### src/verilog/excPkg.sv
`default_nettype none

package excPkg;

  // Winning exception source, one per vector
  // causeNone means no source is active this cycle
  typedef enum logic [2:0] {
    causeNone          = 3'd0,
    causeReset         = 3'd1,
    causeUndef         = 3'd2,
    causeSwi           = 3'd3,
    causePrefetchAbort = 3'd4,
    causeDataAbort     = 3'd5,
    causeIrq           = 3'd6,
    causeFiq           = 3'd7
  } excCauseT;

  // Which PC goes into the link register
  // Normal is PCD+8 and means nothing is saved
  typedef enum logic [1:0] {
    pcSelNormal = 2'b00,
    pcSelPlus0  = 2'b01,
    pcSelPlus4  = 2'b10
  } pcSelT;

  // Processor mode to bank into on exception entry
  typedef enum logic [2:0] {
    modeSvc = 3'd0,
    modeUnd = 3'd1,
    modeAbt = 3'd2,
    modeIrq = 3'd3,
    modeFiq = 3'd4
  } procModeT;

  // Exception vector table
  // 0x14 is the reserved slot and is never selected
  localparam logic [31:0] vecReset         = 32'h0000_0000;
  localparam logic [31:0] vecUndef         = 32'h0000_0004;
  localparam logic [31:0] vecSwi           = 32'h0000_0008;
  localparam logic [31:0] vecPrefetchAbort = 32'h0000_000C;
  localparam logic [31:0] vecDataAbort     = 32'h0000_0010;
  localparam logic [31:0] vecIrq           = 32'h0000_0018;
  localparam logic [31:0] vecFiq           = 32'h0000_001C;

  // Offsets added to PCD when forming the link address
  localparam logic [31:0] linkOffsetPlus0  = 32'd0;
  localparam logic [31:0] linkOffsetPlus4  = 32'd4;
  localparam logic [31:0] linkOffsetNormal = 32'd8;

endpackage

`default_nettype wire

### src/verilog/exceptionHandler.sv
`timescale 1ns/1ps
`default_nettype none

module exceptionHandler import excPkg::*; (
  input  logic  clk,
  input  logic  arstN,
  input  logic  undefinedInstrE,
  input  logic  swiE,
  input  logic  prefetchAbortE,
  input  logic  dataAbort,
  input  logic  irq,
  input  logic  fiq,
  input  logic  irqEnabled,
  input  logic  fiqEnabled,
  input  logic  pipelineClearD,
  input  logic  pipelineClearM,
  output logic  undefinedInstrM,
  output logic  swiM,
  output logic  prefetchAbortM,
  output logic  dataAbortCycle2,
  output logic  irqAssert,
  output logic  fiqAssert,
  output logic  pipelineClearF,
  output logic  flushD,
  output logic  flushE,
  output logic  flushM,
  output logic  flushW,
  output logic  stallD,
  output logic  resetMicrop,
  output logic  exceptionSavePc,
  output pcSelT pcInSelect
);

  logic irqEnabledSync;
  logic fiqEnabledSync;
  logic stageExcE;

  // Any of the three exceptions caught in E
  assign stageExcE = prefetchAbortE | undefinedInstrE | swiE;

  // M-stage copies of the exception flags
  // dataAbortCycle2 is the abort the rest of the core sees
  // The CPSR enables change mid-cycle so they are lined up with the edge here
  always_ff @(posedge clk or negedge arstN) begin
    if (!arstN) begin
      undefinedInstrM <= 1'b0;
      swiM            <= 1'b0;
      prefetchAbortM  <= 1'b0;
      dataAbortCycle2 <= 1'b0;
      irqEnabledSync  <= 1'b0;
      fiqEnabledSync  <= 1'b0;
    end else begin
      undefinedInstrM <= undefinedInstrE;
      swiM            <= swiE;
      prefetchAbortM  <= prefetchAbortE;
      dataAbortCycle2 <= dataAbort;
      irqEnabledSync  <= irqEnabled;
      fiqEnabledSync  <= fiqEnabled;
    end
  end

  // Priority chain for flush, stall and drain
  always_comb begin
    irqAssert      = 1'b0;
    fiqAssert      = 1'b0;
    pipelineClearF = 1'b0;
    flushD         = 1'b0;
    flushE         = 1'b0;
    flushM         = 1'b0;
    flushW         = 1'b0;
    stallD         = 1'b0;
    if (dataAbort || dataAbortCycle2) begin
      // Caught in M so the first cycle stalls D and kills E
      // Second cycle only flushes and the PC is saved then
      flushD = 1'b1;
      flushE = dataAbort;
      flushM = 1'b1;
      flushW = 1'b1;
      stallD = dataAbort;
    end else if (stageExcE) begin
      // Let the older instruction in M finish so flags are right
      flushD = 1'b1;
      flushM = 1'b1;
    end else if ((fiq && fiqEnabledSync) || (irq && irqEnabledSync)) begin
      // Drain token rides the zero instruction from F to M
      // Once it reaches M every real instruction has retired
      pipelineClearF = ~pipelineClearM;
      fiqAssert      = pipelineClearM & fiq & fiqEnabledSync;
      irqAssert      = pipelineClearM & ~(fiq & fiqEnabledSync);
      flushD         = pipelineClearM;
      flushE         = pipelineClearD & ~pipelineClearM;
      stallD         = pipelineClearD & ~pipelineClearM;
    end
  end

  // Abort the micro-op sequence on the first abort cycle
  assign resetMicrop = dataAbort;

  // Reset also counts as a save so the reset vector gets fetched
  assign exceptionSavePc = ~arstN | dataAbortCycle2 | stageExcE | irqAssert | fiqAssert;

  // Offset of the PC that goes to the link register
  always_comb begin
    if (irqAssert || fiqAssert) begin
      pcInSelect = pcSelPlus4;
    end else if (stageExcE || dataAbortCycle2) begin
      pcInSelect = pcSelPlus0;
    end else begin
      pcInSelect = pcSelNormal;
    end
  end

endmodule

`default_nettype wire

### src/verilog/exceptionVectorAddress.sv
`timescale 1ns/1ps
`default_nettype none

module exceptionVectorAddress import excPkg::*; (
  input  logic        arstN,
  input  logic        dataAbortCycle2,
  input  logic        fiqAssert,
  input  logic        irqAssert,
  input  logic        prefetchAbortE,
  input  logic        undefinedInstrE,
  input  logic        swiE,
  output logic [31:0] vectorPcNextF,
  output excCauseT    cause
);

  // Highest active source wins
  // Same ranking as the handler, interrupts last
  always_comb begin
    if (!arstN) begin
      cause         = causeReset;
      vectorPcNextF = vecReset;
    end else if (dataAbortCycle2) begin
      cause         = causeDataAbort;
      vectorPcNextF = vecDataAbort;
    end else if (prefetchAbortE) begin
      cause         = causePrefetchAbort;
      vectorPcNextF = vecPrefetchAbort;
    end else if (undefinedInstrE) begin
      cause         = causeUndef;
      vectorPcNextF = vecUndef;
    end else if (swiE) begin
      cause         = causeSwi;
      vectorPcNextF = vecSwi;
    end else if (fiqAssert) begin
      cause         = causeFiq;
      vectorPcNextF = vecFiq;
    end else if (irqAssert) begin
      cause         = causeIrq;
      vectorPcNextF = vecIrq;
    end else begin
      // Nothing to vector to
      cause         = causeNone;
      vectorPcNextF = 32'h0000_0000;
    end
  end

endmodule

`default_nettype wire

### src/verilog/pipelineClearTracker.sv
`timescale 1ns/1ps
`default_nettype none

module pipelineClearTracker (
  input  logic clk,
  input  logic arstN,
  input  logic pipelineClearF,
  input  logic irqAssert,
  input  logic fiqAssert,
  input  logic flushM,
  output logic pipelineClearD,
  output logic pipelineClearM
);

  // Token in E, only seen internally
  logic pipelineClearE;
  // Drain finished or an abort took over
  logic clearAll;

  // An assertion ends the drain
  // flushM means an abort killed it, the drain restarts later
  assign clearAll = irqAssert | fiqAssert | flushM;

  // Token follows the zero instruction one stage per cycle
  // stallD and flushE are ignored on purpose:
  //   the stall holds a bubble in D and the token is in that bubble
  always_ff @(posedge clk or negedge arstN) begin
    if (!arstN) begin
      pipelineClearD <= 1'b0;
      pipelineClearE <= 1'b0;
      pipelineClearM <= 1'b0;
    end else if (clearAll) begin
      pipelineClearD <= 1'b0;
      pipelineClearE <= 1'b0;
      pipelineClearM <= 1'b0;
    end else begin
      pipelineClearD <= pipelineClearF;
      pipelineClearE <= pipelineClearD;
      pipelineClearM <= pipelineClearE;
    end
  end

endmodule

`default_nettype wire

### src/verilog/exceptionLinkUnit.sv
`timescale 1ns/1ps
`default_nettype none

module exceptionLinkUnit import excPkg::*; (
  input  logic        clk,
  input  logic        arstN,
  input  logic        exceptionSavePc,
  input  excCauseT    cause,
  input  pcSelT       pcInSelect,
  input  logic [31:0] pcD,
  input  logic        linkReady,
  output logic        linkValid,
  output logic [31:0] linkAddr,
  output procModeT    linkMode
);

  logic [31:0] linkOffset;
  procModeT    modeNext;
  logic        loadEntry;

  // Reset has nothing to bank
  assign loadEntry = exceptionSavePc && (cause != causeReset);

  // Offset from PCD chosen by the handler
  always_comb begin
    case (pcInSelect)
      pcSelPlus0: linkOffset = linkOffsetPlus0;
      pcSelPlus4: linkOffset = linkOffsetPlus4;
      default:    linkOffset = linkOffsetNormal;
    endcase
  end

  // Cause to banked mode
  always_comb begin
    case (cause)
      causeUndef:         modeNext = modeUnd;
      causeSwi:           modeNext = modeSvc;
      causePrefetchAbort: modeNext = modeAbt;
      causeDataAbort:     modeNext = modeAbt;
      causeIrq:           modeNext = modeIrq;
      causeFiq:           modeNext = modeFiq;
      // Reset and none never load
      default:            modeNext = modeSvc;
    endcase
  end

  // Valid rises on a save and drops once the register file takes it
  // A new save wins over a held entry, it owns the banked registers
  always_ff @(posedge clk or negedge arstN) begin
    if (!arstN) begin
      linkValid <= 1'b0;
    end else if (loadEntry) begin
      linkValid <= 1'b1;
    end else if (linkReady) begin
      linkValid <= 1'b0;
    end
  end

  // Entry data, stable while valid is waiting
  always_ff @(posedge clk) begin
    if (loadEntry) begin
      linkAddr <= pcD + linkOffset;
      linkMode <= modeNext;
    end
  end

endmodule

`default_nettype wire

### src/verilog/exceptionControl.sv
`timescale 1ns/1ps
`default_nettype none

module exceptionControl import excPkg::*; (
  input  logic        clk,
  input  logic        arstN,
  input  logic        undefinedInstrE,
  input  logic        swiE,
  input  logic        prefetchAbortE,
  input  logic        dataAbort,
  input  logic        irq,
  input  logic        fiq,
  input  logic        irqEnabled,
  input  logic        fiqEnabled,
  input  logic [31:0] pcD,
  input  logic        linkReady,
  output logic        flushD,
  output logic        flushE,
  output logic        flushM,
  output logic        flushW,
  output logic        stallD,
  output logic [31:0] vectorPcNextF,
  output logic        exceptionSavePc,
  output logic        resetMicrop,
  output logic        undefinedInstrM,
  output logic        swiM,
  output logic        prefetchAbortM,
  output logic        dataAbortCycle2,
  output logic        linkValid,
  output logic [31:0] linkAddr,
  output procModeT    linkMode
);

  // Drain token and interrupt handshake
  logic     pipelineClearF;
  logic     pipelineClearD;
  logic     pipelineClearM;
  logic     irqAssert;
  logic     fiqAssert;
  // Link entry controls
  pcSelT    pcInSelect;
  excCauseT cause;

  exceptionHandler exceptionHandler_inst (
    .clk(clk), .arstN(arstN),
    .undefinedInstrE(undefinedInstrE), .swiE(swiE), .prefetchAbortE(prefetchAbortE),
    .dataAbort(dataAbort), .irq(irq), .fiq(fiq),
    .irqEnabled(irqEnabled), .fiqEnabled(fiqEnabled),
    .pipelineClearD(pipelineClearD), .pipelineClearM(pipelineClearM),
    .undefinedInstrM(undefinedInstrM), .swiM(swiM), .prefetchAbortM(prefetchAbortM),
    .dataAbortCycle2(dataAbortCycle2), .irqAssert(irqAssert), .fiqAssert(fiqAssert),
    .pipelineClearF(pipelineClearF),
    .flushD(flushD), .flushE(flushE), .flushM(flushM), .flushW(flushW),
    .stallD(stallD), .resetMicrop(resetMicrop),
    .exceptionSavePc(exceptionSavePc), .pcInSelect(pcInSelect)
  );

  exceptionVectorAddress exceptionVectorAddress_inst (
    .arstN(arstN), .dataAbortCycle2(dataAbortCycle2),
    .fiqAssert(fiqAssert), .irqAssert(irqAssert),
    .prefetchAbortE(prefetchAbortE), .undefinedInstrE(undefinedInstrE), .swiE(swiE),
    .vectorPcNextF(vectorPcNextF), .cause(cause)
  );

  pipelineClearTracker pipelineClearTracker_inst (
    .clk(clk), .arstN(arstN), .pipelineClearF(pipelineClearF),
    .irqAssert(irqAssert), .fiqAssert(fiqAssert), .flushM(flushM),
    .pipelineClearD(pipelineClearD), .pipelineClearM(pipelineClearM)
  );

  exceptionLinkUnit exceptionLinkUnit_inst (
    .clk(clk), .arstN(arstN), .exceptionSavePc(exceptionSavePc),
    .cause(cause), .pcInSelect(pcInSelect), .pcD(pcD), .linkReady(linkReady),
    .linkValid(linkValid), .linkAddr(linkAddr), .linkMode(linkMode)
  );

endmodule

`default_nettype wire

### config.mk
export PLATFORM = sky130hd
export DESIGN_NAME = exceptionControl
export DESIGN_NICKNAME = d
export VERILOG_FILES = /design/src/verilog/excPkg.sv /design/src/verilog/exceptionHandler.sv /design/src/verilog/exceptionVectorAddress.sv /design/src/verilog/pipelineClearTracker.sv /design/src/verilog/exceptionLinkUnit.sv /design/src/verilog/exceptionControl.sv
export SDC_FILE = /design/constraint.sdc
export NUM_CORES = 1
export LEC_CHECK = 0
export BUFFER_PORTS_ARGS = -buffer_cell sky130_fd_sc_hd__buf_2
export CAP_MARGIN = 10
export CORE_ASPECT_RATIO = 1.2
export CORE_MARGIN = 5
export CORE_UTILIZATION = 47
export DETAILED_ROUTE_END_ITERATION = 10
export GPL_TIMING_DRIVEN = 0
export HOLD_SLACK_MARGIN = 0.15
export PLACE_DENSITY = 0.82
export SYNTH_ARGS = -nofsm -noshare
export SYNTH_HDL_FRONTEND = slang
export SYNTH_HIERARCHICAL = 1
export SYNTH_SLANG_ARGS = --single-unit
### constraint.sdc
create_clock -name clk -period 9.9 [get_ports clk]
set_input_delay 1.98 -clock clk [delete_from_list [all_inputs] [get_ports clk]]
set_output_delay 1.98 -clock clk [all_outputs]
set_load 0.1 [all_outputs]
==> results of run 1 <==
area by class of cell:
| class | count | area [um^2] | share of cell area, % |
|---|---|---|---|
| plain buffers | 35 | 263 | 8.18 |
| well taps | 62 | 77.6 | 2.41 |
| inverters | 10 | 37.5 | 1.17 |
| flip-flops and latches | 45 | 1300 | 40.5 |
| clock buffers | 8 | 80.1 | 2.49 |
| repair buffers | 92 | 460 | 14.3 |
| multi-input cells | 148 | 993 | 30.9 |
worst max-delay path, delay by kind of cell:
kind | cells | cell delay (ns)
and+or+nand+nor | 4 | 0.95
buffers and inverters | 3 | 0.70
AOI/OAI and AO/OA | 2 | 0.58
worst paths after layout:
path | from | to | slack (ns) | cells past startpoint
worst max-delay path | dataAbort | vectorPcNextF[4] | 3.70 | 9
worst min-delay path | exceptionLinkUnit_inst/linkValid | exceptionLinkUnit_inst/linkValid | 0.49 | 1
worst max register to register | exceptionHandler_inst/dataAbortCycle2 | exceptionLinkUnit_inst/linkAddr[24] | 6.34 | 11
worst min register to register | exceptionLinkUnit_inst/linkValid | exceptionLinkUnit_inst/linkValid | 0.49 | 1
max in group asynchronous | arstN | pipelineClearTracker_inst/pipelineClearE | 8.11 | 1
min in group asynchronous | arstN | exceptionHandler_inst/fiqEnabledSync | 1.57 | 1
report_power, final:
| group | switching [mW] | leakage [nW] | total (mW) | internal [mW] |
|---|---|---|---|---|
| clock | 0.0574 | 0.0395 | 0.108 | 0.0502 |
| sequential | 0.00330 | 0.469 | 0.224 | 0.220 |
| combinational | 0.183 | 0.979 | 0.215 | 0.0311 |
stage by stage:
stage / util (%) / cells
finish: 61.5 / 400
global route: 61.5 / 400
CTS: 61.5 / 400
detailed placement: 60.0 / 392
global placement: 59.9 / 392
floorplan: - / 238
per-layer routing:
layer / wire length, um / share of wire, %
met5: 0 / 0
met4: 68 / 1.3
met3: 588 / 11
met2: 2700 / 50
met1: 2030 / 38
kinds of logic after synthesis:
kind of cell | after synthesis | synth area share [%]
other | 1 | 0.151
buffers and inverters | 45 | 12.1
AOI/OAI and AO/OA | 13 | 4.12
xor gates and xnor gates | 28 | 9.85
and+or+nand+nor | 74 | 19.2
adders and majority gates | 4 | 2.31
DFF | 45 | 52.3
synth_stat cells (all sizes together), types with 2 or more instances:
cell type / count / area [um^2]
o31a: 2 / 17.5
xor2: 16 / 140
nand4: 7 / 65.1
ha: 3 / 37.5
nand2: 10 / 37.5
a21o: 2 / 15.0
nor3: 8 / 45.0
nand2b: 5 / 31.3
or4: 2 / 22.5
buf: 34 / 259
nor4b: 3 / 26.3
or3: 2 / 12.5
nor4: 11 / 115
dfrtp: 10 / 250
nor2: 13 / 51.3
inv: 10 / 37.5
xnor2: 12 / 105
and3: 3 / 18.8
nand3: 8 / 40.0
edfxtp: 35 / 1050
state kept, by name (all words and copies together), names as in the netlist:
signal,count
exceptionLinkUnit_inst/linkValid,1
exceptionHandler_inst/irqEnabledSync,1
exceptionHandler_inst/prefetchAbortM,1
exceptionHandler_inst/dataAbortCycle2,1
exceptionHandler_inst/swiM,1
exceptionHandler_inst/fiqEnabledSync,1
pipelineClearTracker_inst/pipelineClearE,1
pipelineClearTracker_inst/pipelineClearM,1
exceptionHandler_inst/undefinedInstrM,1
pipelineClearTracker_inst/pipelineClearD,1
exceptionLinkUnit_inst/linkMode,3
exceptionLinkUnit_inst/linkAddr,32
==> impl_metrics.tcl, run 1 <==
set metrics [dict create \
    grt_max_degree 37 \
    final_cell_mix "buf_2 (92), edfxtp_1 (35), buf_4 (31)" \
    finalHoldViolCount 0 \
    fmaxAchievable_mhz 161 \
    area_growth_pct 29.1 \
    path_cells "buf_2 > or2_1 > or4_4 > buf_6 > a211oi_2 > nor2_2 > nor4_1 > o21a_1 > buf_2" \
    crit_type "input port to output port" \
    leakage_nw 1.49 \
    firstDrtPassIters 4 \
    ys.flop_type "edfxtp_1" \
    coreArea_um2 5230 \
    fin_hold_ws_ns 0.486 \
    cp_common_cell "buf_2" \
    arrival_ns 4.22 \
    use_met2_pct 28.1 \
    clk_latency_ns 0.29 \
    fin_skew_ns 0.00679 \
    cts_tree "built" \
    total_power_uw 546 \
    relSlewSlack_pct 42.1 \
    netlist_area_um2 2490 \
    nFillCells 465 \
    final_common_cell "buf_2" \
    slowest_stage "a211oi_2" \
    cts_setup_buffers 0 \
    avgRoutedWirePerCell_um 13.5 \
    crit_path_end_kind "output port" \
    grt_overflow 0 \
    rows 29 \
    dp_hpwl_mm 4.37 \
    power_density_nw_per_um2 170 \
    synth.yosys.seq_area_share_pct 52.3 \
    die_w_um 76.4 \
    cts.htree.levels 2 \
    hold_buffers 0 \
    start_util_pct 47.6 \
    synth_cell_types 42 \
    syn_inst 210 \
    grt.total_usage_pct 16.1 \
    maxCapViolations 0 \
    rsz0062_at_grt "false" \
    drtIter0Drc 92 \
    timing.final.max_slew_violations 0 \
    clk_path_buf_depth 2 \
    placed_cell_area_um2 3130 \
    ys_ff_latch 45 \
    numCtsBuffers 5 \
    fin_area_um2 3210 \
    antenna_cells 0 \
    vias_per_cell 4.67 \
    ant_nets 0 \
    hp-class "flip-flop to flip-flop" \
    routabilityCongestion 0.767 \
    wl_mm 5.38 \
    ys_warn_count 6 \
    dieArea_um2 6860 \
    grt_most_used_layer "met2" \
    post-route-min-period_ns 6.20 \
    setup_tns_ns 0 \
    grt_util_met1_pct 17.6 \
    setup_viol 0 \
    clkSlewWorstSetupHoldPaths_ns 0.08 \
    grt_pass1_vias 1939 \
    syn_avg_cell_area_um2 11.9 \
    fin_nets 384 \
    synthArstFlopShare_pct 22.2 \
    grt_antenna_before_repair 0 \
    synth_edf_count 35 \
    drc 0 \
    vias 1866 \
    cts-root-buf "clkbuf_8" \
    fin_ws_ns 3.70 \
    tightest_slew_ns 0.868 \
    met3_usage_pct 6.80 \
    cts_sinks 45 \
    finalCritPeriodShare_pct 62.6 \
    cts_resized 0 \
    ios 122 \
    vdd_drop_max_uv 82.7 \
    cp_slowest_stage_delay_ns 0.44 \
    place_ws_ns 3.73 \
    io_buffers 92 \
    cp_max_fo 9 \
    die_h_um 89.7 \
    grt_pass1_wl_mm 9.03 \
    worstSetupStartpointType "input port" \
    worstPathRequired_ns 7.92 \
    drive_gt1_share_pct 42.6 \
    outcome "finished, final reports clean" \
]
(Power assumes the default switching activity.)
==> inputs of run 2 (changes only) <==
--- a/config.mk
+++ b/config.mk
@@ -5,15 +5,16 @@
 export SDC_FILE = /design/constraint.sdc
 export NUM_CORES = 1
 export LEC_CHECK = 0
+export ABC_AREA = 1
 export BUFFER_PORTS_ARGS = -buffer_cell sky130_fd_sc_hd__buf_2
 export CAP_MARGIN = 10
 export CORE_ASPECT_RATIO = 1.2
 export CORE_MARGIN = 5
-export CORE_UTILIZATION = 47
+export CORE_UTILIZATION = 43
 export DETAILED_ROUTE_END_ITERATION = 10
 export GPL_TIMING_DRIVEN = 0
 export HOLD_SLACK_MARGIN = 0.15
-export PLACE_DENSITY = 0.82
+export PLACE_DENSITY = 0.76
 export SYNTH_ARGS = -nofsm -noshare
 export SYNTH_HDL_FRONTEND = slang
 export SYNTH_HIERARCHICAL = 1
==> constraint.sdc (replaced) <==
create_clock -name clk -period 5.2 [get_ports clk]
set_input_delay 1.04 -clock clk [delete_from_list [all_inputs] [get_ports clk]]
set_output_delay 1.04 -clock clk [all_outputs]
set_load 0.1 [all_outputs]
==> run 2 against run 1 <==
Net effect:
- hold slack got worse by 0.0078 ns
- sequential power rose by 90%
- global-route usage fell by 0.80 points
- sequential share of layout area fell by 4.7 points
- die area rose by 21%
- clock-buffer cell count fell by 2
- register-to-register slack got worse by 4.0 ns
- critical path type unchanged
==> impl_metrics.tcl, run 2 <==
set metrics [dict create \
    outcome "finished, final reports clean" \
    cp_common_cell "nand2_1" \
    synth_edf_count 35 \
    drtIter0Drc 93 \
    synth_cell_types 24 \
    fin_hold_ws_ns 0.478 \
    setup_viol 0 \
    wl_mm 6.33 \
    cts_tree "built" \
    start_util_pct 44.2 \
    routabilityCongestion 0.934 \
    synth_largest_area_cell "edfxtp_1" \
    rsz0062_at_grt "false" \
    die_h_um 98.9 \
    vias_per_cell 4.36 \
    vias 2422 \
    maxCapViolations 0 \
    cp_top_family "simple AND/OR/NAND/NOR gates" \
    synthArstFlopShare_pct 22.2 \
    hp-class "flip-flop to flip-flop" \
    ant_nets 0 \
    dp_hpwl_mm 5.32 \
    grt_antenna_before_repair 0 \
    ios 122 \
    coreArea_um2 6410 \
    syn_avg_cell_area_um2 8.31 \
    finalHoldViolCount 0 \
    path_buf_inv 3 \
    cts_setup_buffers 0 \
    regArea_um2 1300 \
    slowest_stage "nor3_1" \
    arrival_ns 2.77 \
    timing.final.max_slew_violations 0 \
    drive_gt1_share_pct 34.7 \
    grt_pass1_vias 2417 \
    drc 0 \
    power_density_nw_per_um2 304 \
    final_common_cell "nand2_1" \
    grt.total_usage_pct 15.3 \
    crit_path_end_kind "output port" \
    synth.yosys.seq_area_share_pct 45.9 \
    ys.flop_type "edfxtp_1" \
    setup_tns_ns 0 \
    clk_path_buf_depth 2 \
    hold_buffers 0 \
    synth_top_area_share_pct 37.1 \
    grt_pass1_wl_mm 10.4 \
    netlist_area_um2 2830 \
    cts_resized 0 \
    crit_type "input port to output port" \
    cts_sinks 45 \
    path_cells "buf_2 > inv_1 > nand2_1 > nor2_2 > nand2_2 > nor3_1 > nor2_1 > nand2_1 > nand2_1 > a21oi_1 > buf_2" \
    vdd_drop_max_uv 134 \
    leakage_nw 1.79 \
    placed_cell_area_um2 3510 \
    grt_overflow 0 \
    antenna_cells 0 \
    reg_top3 "exceptionLinkUnit_inst/linkAddr (32), exceptionLinkUnit_inst/linkMode (3)" \
    cp_max_fo 5 \
    numCtsBuffers 5 \
    ys_ff_latch 45 \
    area_growth_pct 28.4 \
    fin_nets 516 \
    largest_reg_flops 32 \
    clkSlewWorstSetupHoldPaths_ns 0.08 \
    yosys-top-cells-count "nand2_1 (102), nor2_1 (49), edfxtp_1 (35)" \
    tightest_slew_ns 0.584 \
    finalCritPeriodShare_pct 73.3 \
    clk_latency_ns 0.30 \
    fin_skew_ns 0.00999 \
    grt_max_degree 36 \
    relSlewSlack_pct 61.0 \
    die_w_um 84.1 \
    cts-root-buf "clkbuf_8" \
    syn_inst 341 \
    final_cell_mix "nand2_1 (102), buf_2 (92), nor2_1 (49)" \
    fin_area_um2 3640 \
    multiInputGateArea_um2 1270 \
    io_buffers 92 \
    worstPathRequired_ns 4.16 \
    firstDrtPassIters 4 \
    rows 32 \
    avgRoutedWirePerCell_um 11.4 \
    ys_top_cells_by_area "edfxtp_1 (37%), nand2_1 (14%), dfrtp_1 (8.8%), buf_4 (8.2%), nor2_1 (6.5%)" \
    post-route-min-period_ns 3.81 \
    cp_slowest_stage_delay_ns 0.43 \
    cts.htree.levels 2 \
    worstSetupStartpointType "input port" \
    largest-register "exceptionLinkUnit_inst/linkAddr" \
    dieArea_um2 8320 \
    nFillCells 617 \
    fmaxAchievable_mhz 262 \
    synth_most_common_cell "nand2_1" \
    ys_warn_count 6 \
]
==> run 2: cell types whose count changed after synthesis, moves of 6 or more <==
cell      previous run  this run
xnor2_1             12         6
nor2_1              12        49
nand3b_1             0        11
inv_1               10        32
xor2_1              16         9
nand2_1             10       102
nor2_2               1        11
==> run 2: area by class of cell <==
| cell class | count | share of cell area (%) |
|---|---|---|
| flip-flops and latches | 45 | 35.8 |
| multi-input cells | 256 | 34.8 |
| repair buffers | 93 | 13.4 |
| plain buffers | 31 | 6.39 |
| inverters | 37 | 3.82 |
| well taps | 85 | 2.92 |
| clock buffers | 6 | 1.99 |
| clock inverters | 2 | 0.928 |
==> run 2: power by group <==
group          internal [mW]  total, mW  leakage, nW  switching (mW)
Sequential             0.419      0.425        0.469         0.00583
Clock                  0.142      0.253       0.0528           0.112
Combinational         0.0653      0.428         1.26           0.363
==> run 2: per-stage QoR <==
step	setup WS, ns	power [mW]	instances	utilization (%)
after floorplan	0.433	0.793	369	-
after global placement	1.32	0.855	546	54.7
after detailed placement	1.24	0.857	546	54.7
after CTS	1.39	1.11	554	56.4
after global routing	1.28	1.15	555	56.8
final	1.39	1.11	555	56.8
==> run 2: logic make-up after synthesis <==
family | count (synthesis) | share of synthesized area, %
AOI/OAI and AO/OA | 12 | 2.25
xor gates and xnor gates | 15 | 4.64
adders and majority gates | 4 | 2.03
buffers and inverters | 68 | 13.1
DFF | 45 | 45.9
other | 1 | 0.132
and+or+nand+nor | 196 | 31.9
==> run 2: path summary, 6_finish.rpt <==
check / from / end / slack, ns / cells past startpoint
worst max-delay path: prefetchAbortE / vectorPcNextF[3] / 1.39 / 11
worst min-delay path: pipelineClearTracker_inst/pipelineClearE / pipelineClearTracker_inst/pipelineClearM / 0.48 / 2
worst max register to register: exceptionHandler_inst/dataAbortCycle2 / exceptionLinkUnit_inst/linkAddr[21] / 2.33 / 9
worst min register to register: pipelineClearTracker_inst/pipelineClearE / pipelineClearTracker_inst/pipelineClearM / 0.48 / 2
max in group asynchronous: arstN / exceptionLinkUnit_inst/linkValid / 4.35 / 1
min in group asynchronous: arstN / exceptionHandler_inst/irqEnabledSync / 0.62 / 1
==> run 2: metal layers <==
| metal | global-route usage, % | wire [um] |
|---|---|---|
| met3 | 3.85 | 502 |
| met5 | 0 | 0 |
| met2 | 26.9 | 3140 |
| met4 | 5.57 | 131 |
| met1 | 17.9 | 2560 |
==> run 2: worst reg2reg max path: cells and delay by family (launching register included) <==
kind / cells / cell delay, ns
flip-flops: 1 / 0.47
buffers and inverters: 2 / 0.59
AO/OA/AOI/OAI: 3 / 0.80
AND/OR/NAND/NOR: 4 / 0.76
==> inputs of run 3 (changes only) <==
--- a/config.mk
+++ b/config.mk
@@ -5,16 +5,16 @@
 export SDC_FILE = /design/constraint.sdc
 export NUM_CORES = 1
 export LEC_CHECK = 0
-export ABC_AREA = 1
+export ABC_AREA = 0
 export BUFFER_PORTS_ARGS = -buffer_cell sky130_fd_sc_hd__buf_2
 export CAP_MARGIN = 10
 export CORE_ASPECT_RATIO = 1.2
 export CORE_MARGIN = 5
-export CORE_UTILIZATION = 43
+export CORE_UTILIZATION = 46
 export DETAILED_ROUTE_END_ITERATION = 10
 export GPL_TIMING_DRIVEN = 0
 export HOLD_SLACK_MARGIN = 0.15
-export PLACE_DENSITY = 0.76
+export PLACE_DENSITY = 0.8
 export SYNTH_ARGS = -nofsm -noshare
 export SYNTH_HDL_FRONTEND = slang
 export SYNTH_HIERARCHICAL = 1
==> constraint.sdc (replaced) <==
create_clock -name clk -period 3.68 [get_ports clk]
set_input_delay 0.736 -clock clk [delete_from_list [all_inputs] [get_ports clk]]
set_output_delay 0.736 -clock clk [all_outputs]
set_load 0.1 [all_outputs]
==> run 3 against run 2 <==
Net effect:
- setup slack worse by 1.3 ns
- register-to-register slack worse by 2.0 ns
- flip-flop and latch count stayed put
- largest power group is now registers
==> impl_metrics.tcl, run 3 (synthesis gave the netlist of run 1 again) <==
set metrics [dict create \
    final_common_cell "buf_2" \
    ant_nets 0 \
    cp_slowest_stage_delay_ns 0.44 \
    nFillCells 424 \
    cts-root-buf "clkbuf_8" \
    power_switching_uw 665 \
    leakage_nw 1.52 \
    coreArea_um2 5260 \
    final_util_pct 62.6 \
    dp_hpwl_mm 4.42 \
    drtIter0Drc 56 \
    power_density_nw_per_um2 449 \
    antenna_cells 0 \
    path_buf_inv 3 \
    firstDrtPassIters 4 \
    arrival_ns 2.85 \
    pwr-share-seq_pct 40.8 \
    wl_mm 5.46 \
    total_power_mw 1.48 \
    vias 1912 \
    grt.total_usage_pct 15.5 \
    outcome "finished, final reports clean" \
    finalHoldViolCount 0 \
    largest-register "exceptionLinkUnit_inst/linkAddr" \
    place_ws_ns -0.313 \
    dp_cells 392 \
    die_h_um 90.6 \
    tightest_slew_ns 0.884 \
    slowest_stage "or4_4" \
    clkSlewWorstSetupHoldPaths_ns 0.08 \
    sw_frac_of_total_pct 45.0 \
    grt_max_degree 37 \
    cts_sinks 45 \
    dieArea_um2 6990 \
    p_comb_share_pct 39.5 \
    largest_reg_flops 32 \
    routabilityCongestion 0.821 \
    grt_pass1_wl_mm 8.85 \
    fin_cells 400 \
    grt_overflow 0 \
    vdd_drop_max_uv 232 \
    crit_start "dataAbort" \
    setup_viol 0 \
    maxCapViolations 0 \
    final_cell_mix "buf_2 (92), edfxtp_1 (35), buf_4 (31)" \
    fin_hold_ws_ns 0.313 \
    setup_tns_ns 0 \
    finalCritPeriodShare_pct 97.6 \
    fmaxAchievable_mhz 279 \
    fin_ws_ns 0.0898 \
    clk_latency_ns 0.29 \
    start_util_pct 47.3 \
    post-route-min-period_ns 3.59 \
    worstPathRequired_ns 2.94 \
    grt_antenna_before_repair 0 \
    clk_path_buf_depth 2 \
    io_buffers 92 \
    drive_gt1_share_pct 45.6 \
    placed_cell_area_um2 3200 \
    fin_area_um2 3290 \
    p_int_uw 813 \
    hp-class "input port to asynchronous set/reset pin" \
    drc 0 \
    reg_top3 "exceptionLinkUnit_inst/linkAddr (32), exceptionLinkUnit_inst/linkMode (3)" \
    r2r_start "exceptionHandler_inst/dataAbortCycle2" \
    cts_tree "built" \
    rsz0062_at_grt "false" \
    path_cells "buf_2 > or2_4 > or4_4 > buf_12 > a211oi_4 > nor2_2 > nor4_1 > o21a_2 > buf_2" \
    vias_per_cell 4.78 \
    timing.final.max_slew_violations 0 \
    worstSetupStartpointType "input port" \
    cp_top_family "simple AND/OR/NAND/NOR gates" \
    cts.htree.levels 2 \
    numCtsBuffers 5 \
    fin_skew_ns 0.00429 \
    relSlewSlack_pct 41.1 \
    cp_common_cell "buf_2" \
    crit_path_end_kind "output port" \
    crit_type "input port to output port" \
    hold_buffers 0 \
    r2r_slack_ns 0.35 \
    avgRoutedWirePerCell_um 13.7 \
    fin_nets 384 \
    clkPwrFrac_pct 19.7 \
    area_growth_pct 32.4 \
    die_w_um 77.1 \
    cp_max_fo 9 \
    grt_pass1_vias 1866 \
    rows 29 \
    ios 122 \
]
[run 3: cell types whose count changed in the layout (fill, tap and decap cells not counted), sizes merged, moves of 5 or more]
cell and delta:
nand2b +5, nand4 +6, nor2 -52, nand2 -99, nor3 +5, a21oi -6
xor2 +7, xnor2 +6, nand3b -11, nor4 +11, inv -27
[run 3: routing by layer]
metal  part of all wire, %  vias up  track usage (%)
met5                     0        -                0
met2                    50       90             26.5
met1                    37      876             17.0
li1                      -      939                -
met4                   1.1        0             4.73
met3                    11        7             7.19
[run 3: power by group through the flow]
stage | Sequential [mW] | Clock (mW) | Combinational (mW)
global placement | 0.613 | 0 | 0.580
finish | 0.603 | 0.291 | 0.584
CTS | 0.604 | 0.302 | 0.584
global route | 0.607 | 0.319 | 0.602
floorplan | 0.871 | 0 | 0.236
detailed placement | 0.615 | 0 | 0.583
[run 3: cell type report]
type	count	area [um^2]	share of cell area (%)
timing repair buffer	92	460	14.0
tap	62	77.6	2.35
multi-input combinational	148	1060	32.3
buffer	35	272	8.24
sequential	45	1300	39.5
clock inverter	1	5.00	0.152
clock buffer	7	76.3	2.32
inverter	10	37.5	1.14
[run 3: final timing paths]
check,cells past startpoint,to
worst max-delay path,9,vectorPcNextF[4]
worst min-delay path,1,exceptionHandler_inst/fiqEnabledSync
worst max register to register,11,exceptionLinkUnit_inst/linkAddr[21]
worst min register to register,1,exceptionLinkUnit_inst/linkValid
max in group asynchronous,1,exceptionHandler_inst/dataAbortCycle2
min in group clk,1,exceptionLinkUnit_inst/linkValid
[run 3: timing repair]
item | in CTS | in global routing
endpoints found under the setup margin | 1 | 1
gates resized for setup | 1 | 1
endpoints found under the hold margin | 0 | 0
gates cloned | 0 | 0
setup buffers | 0 | 0
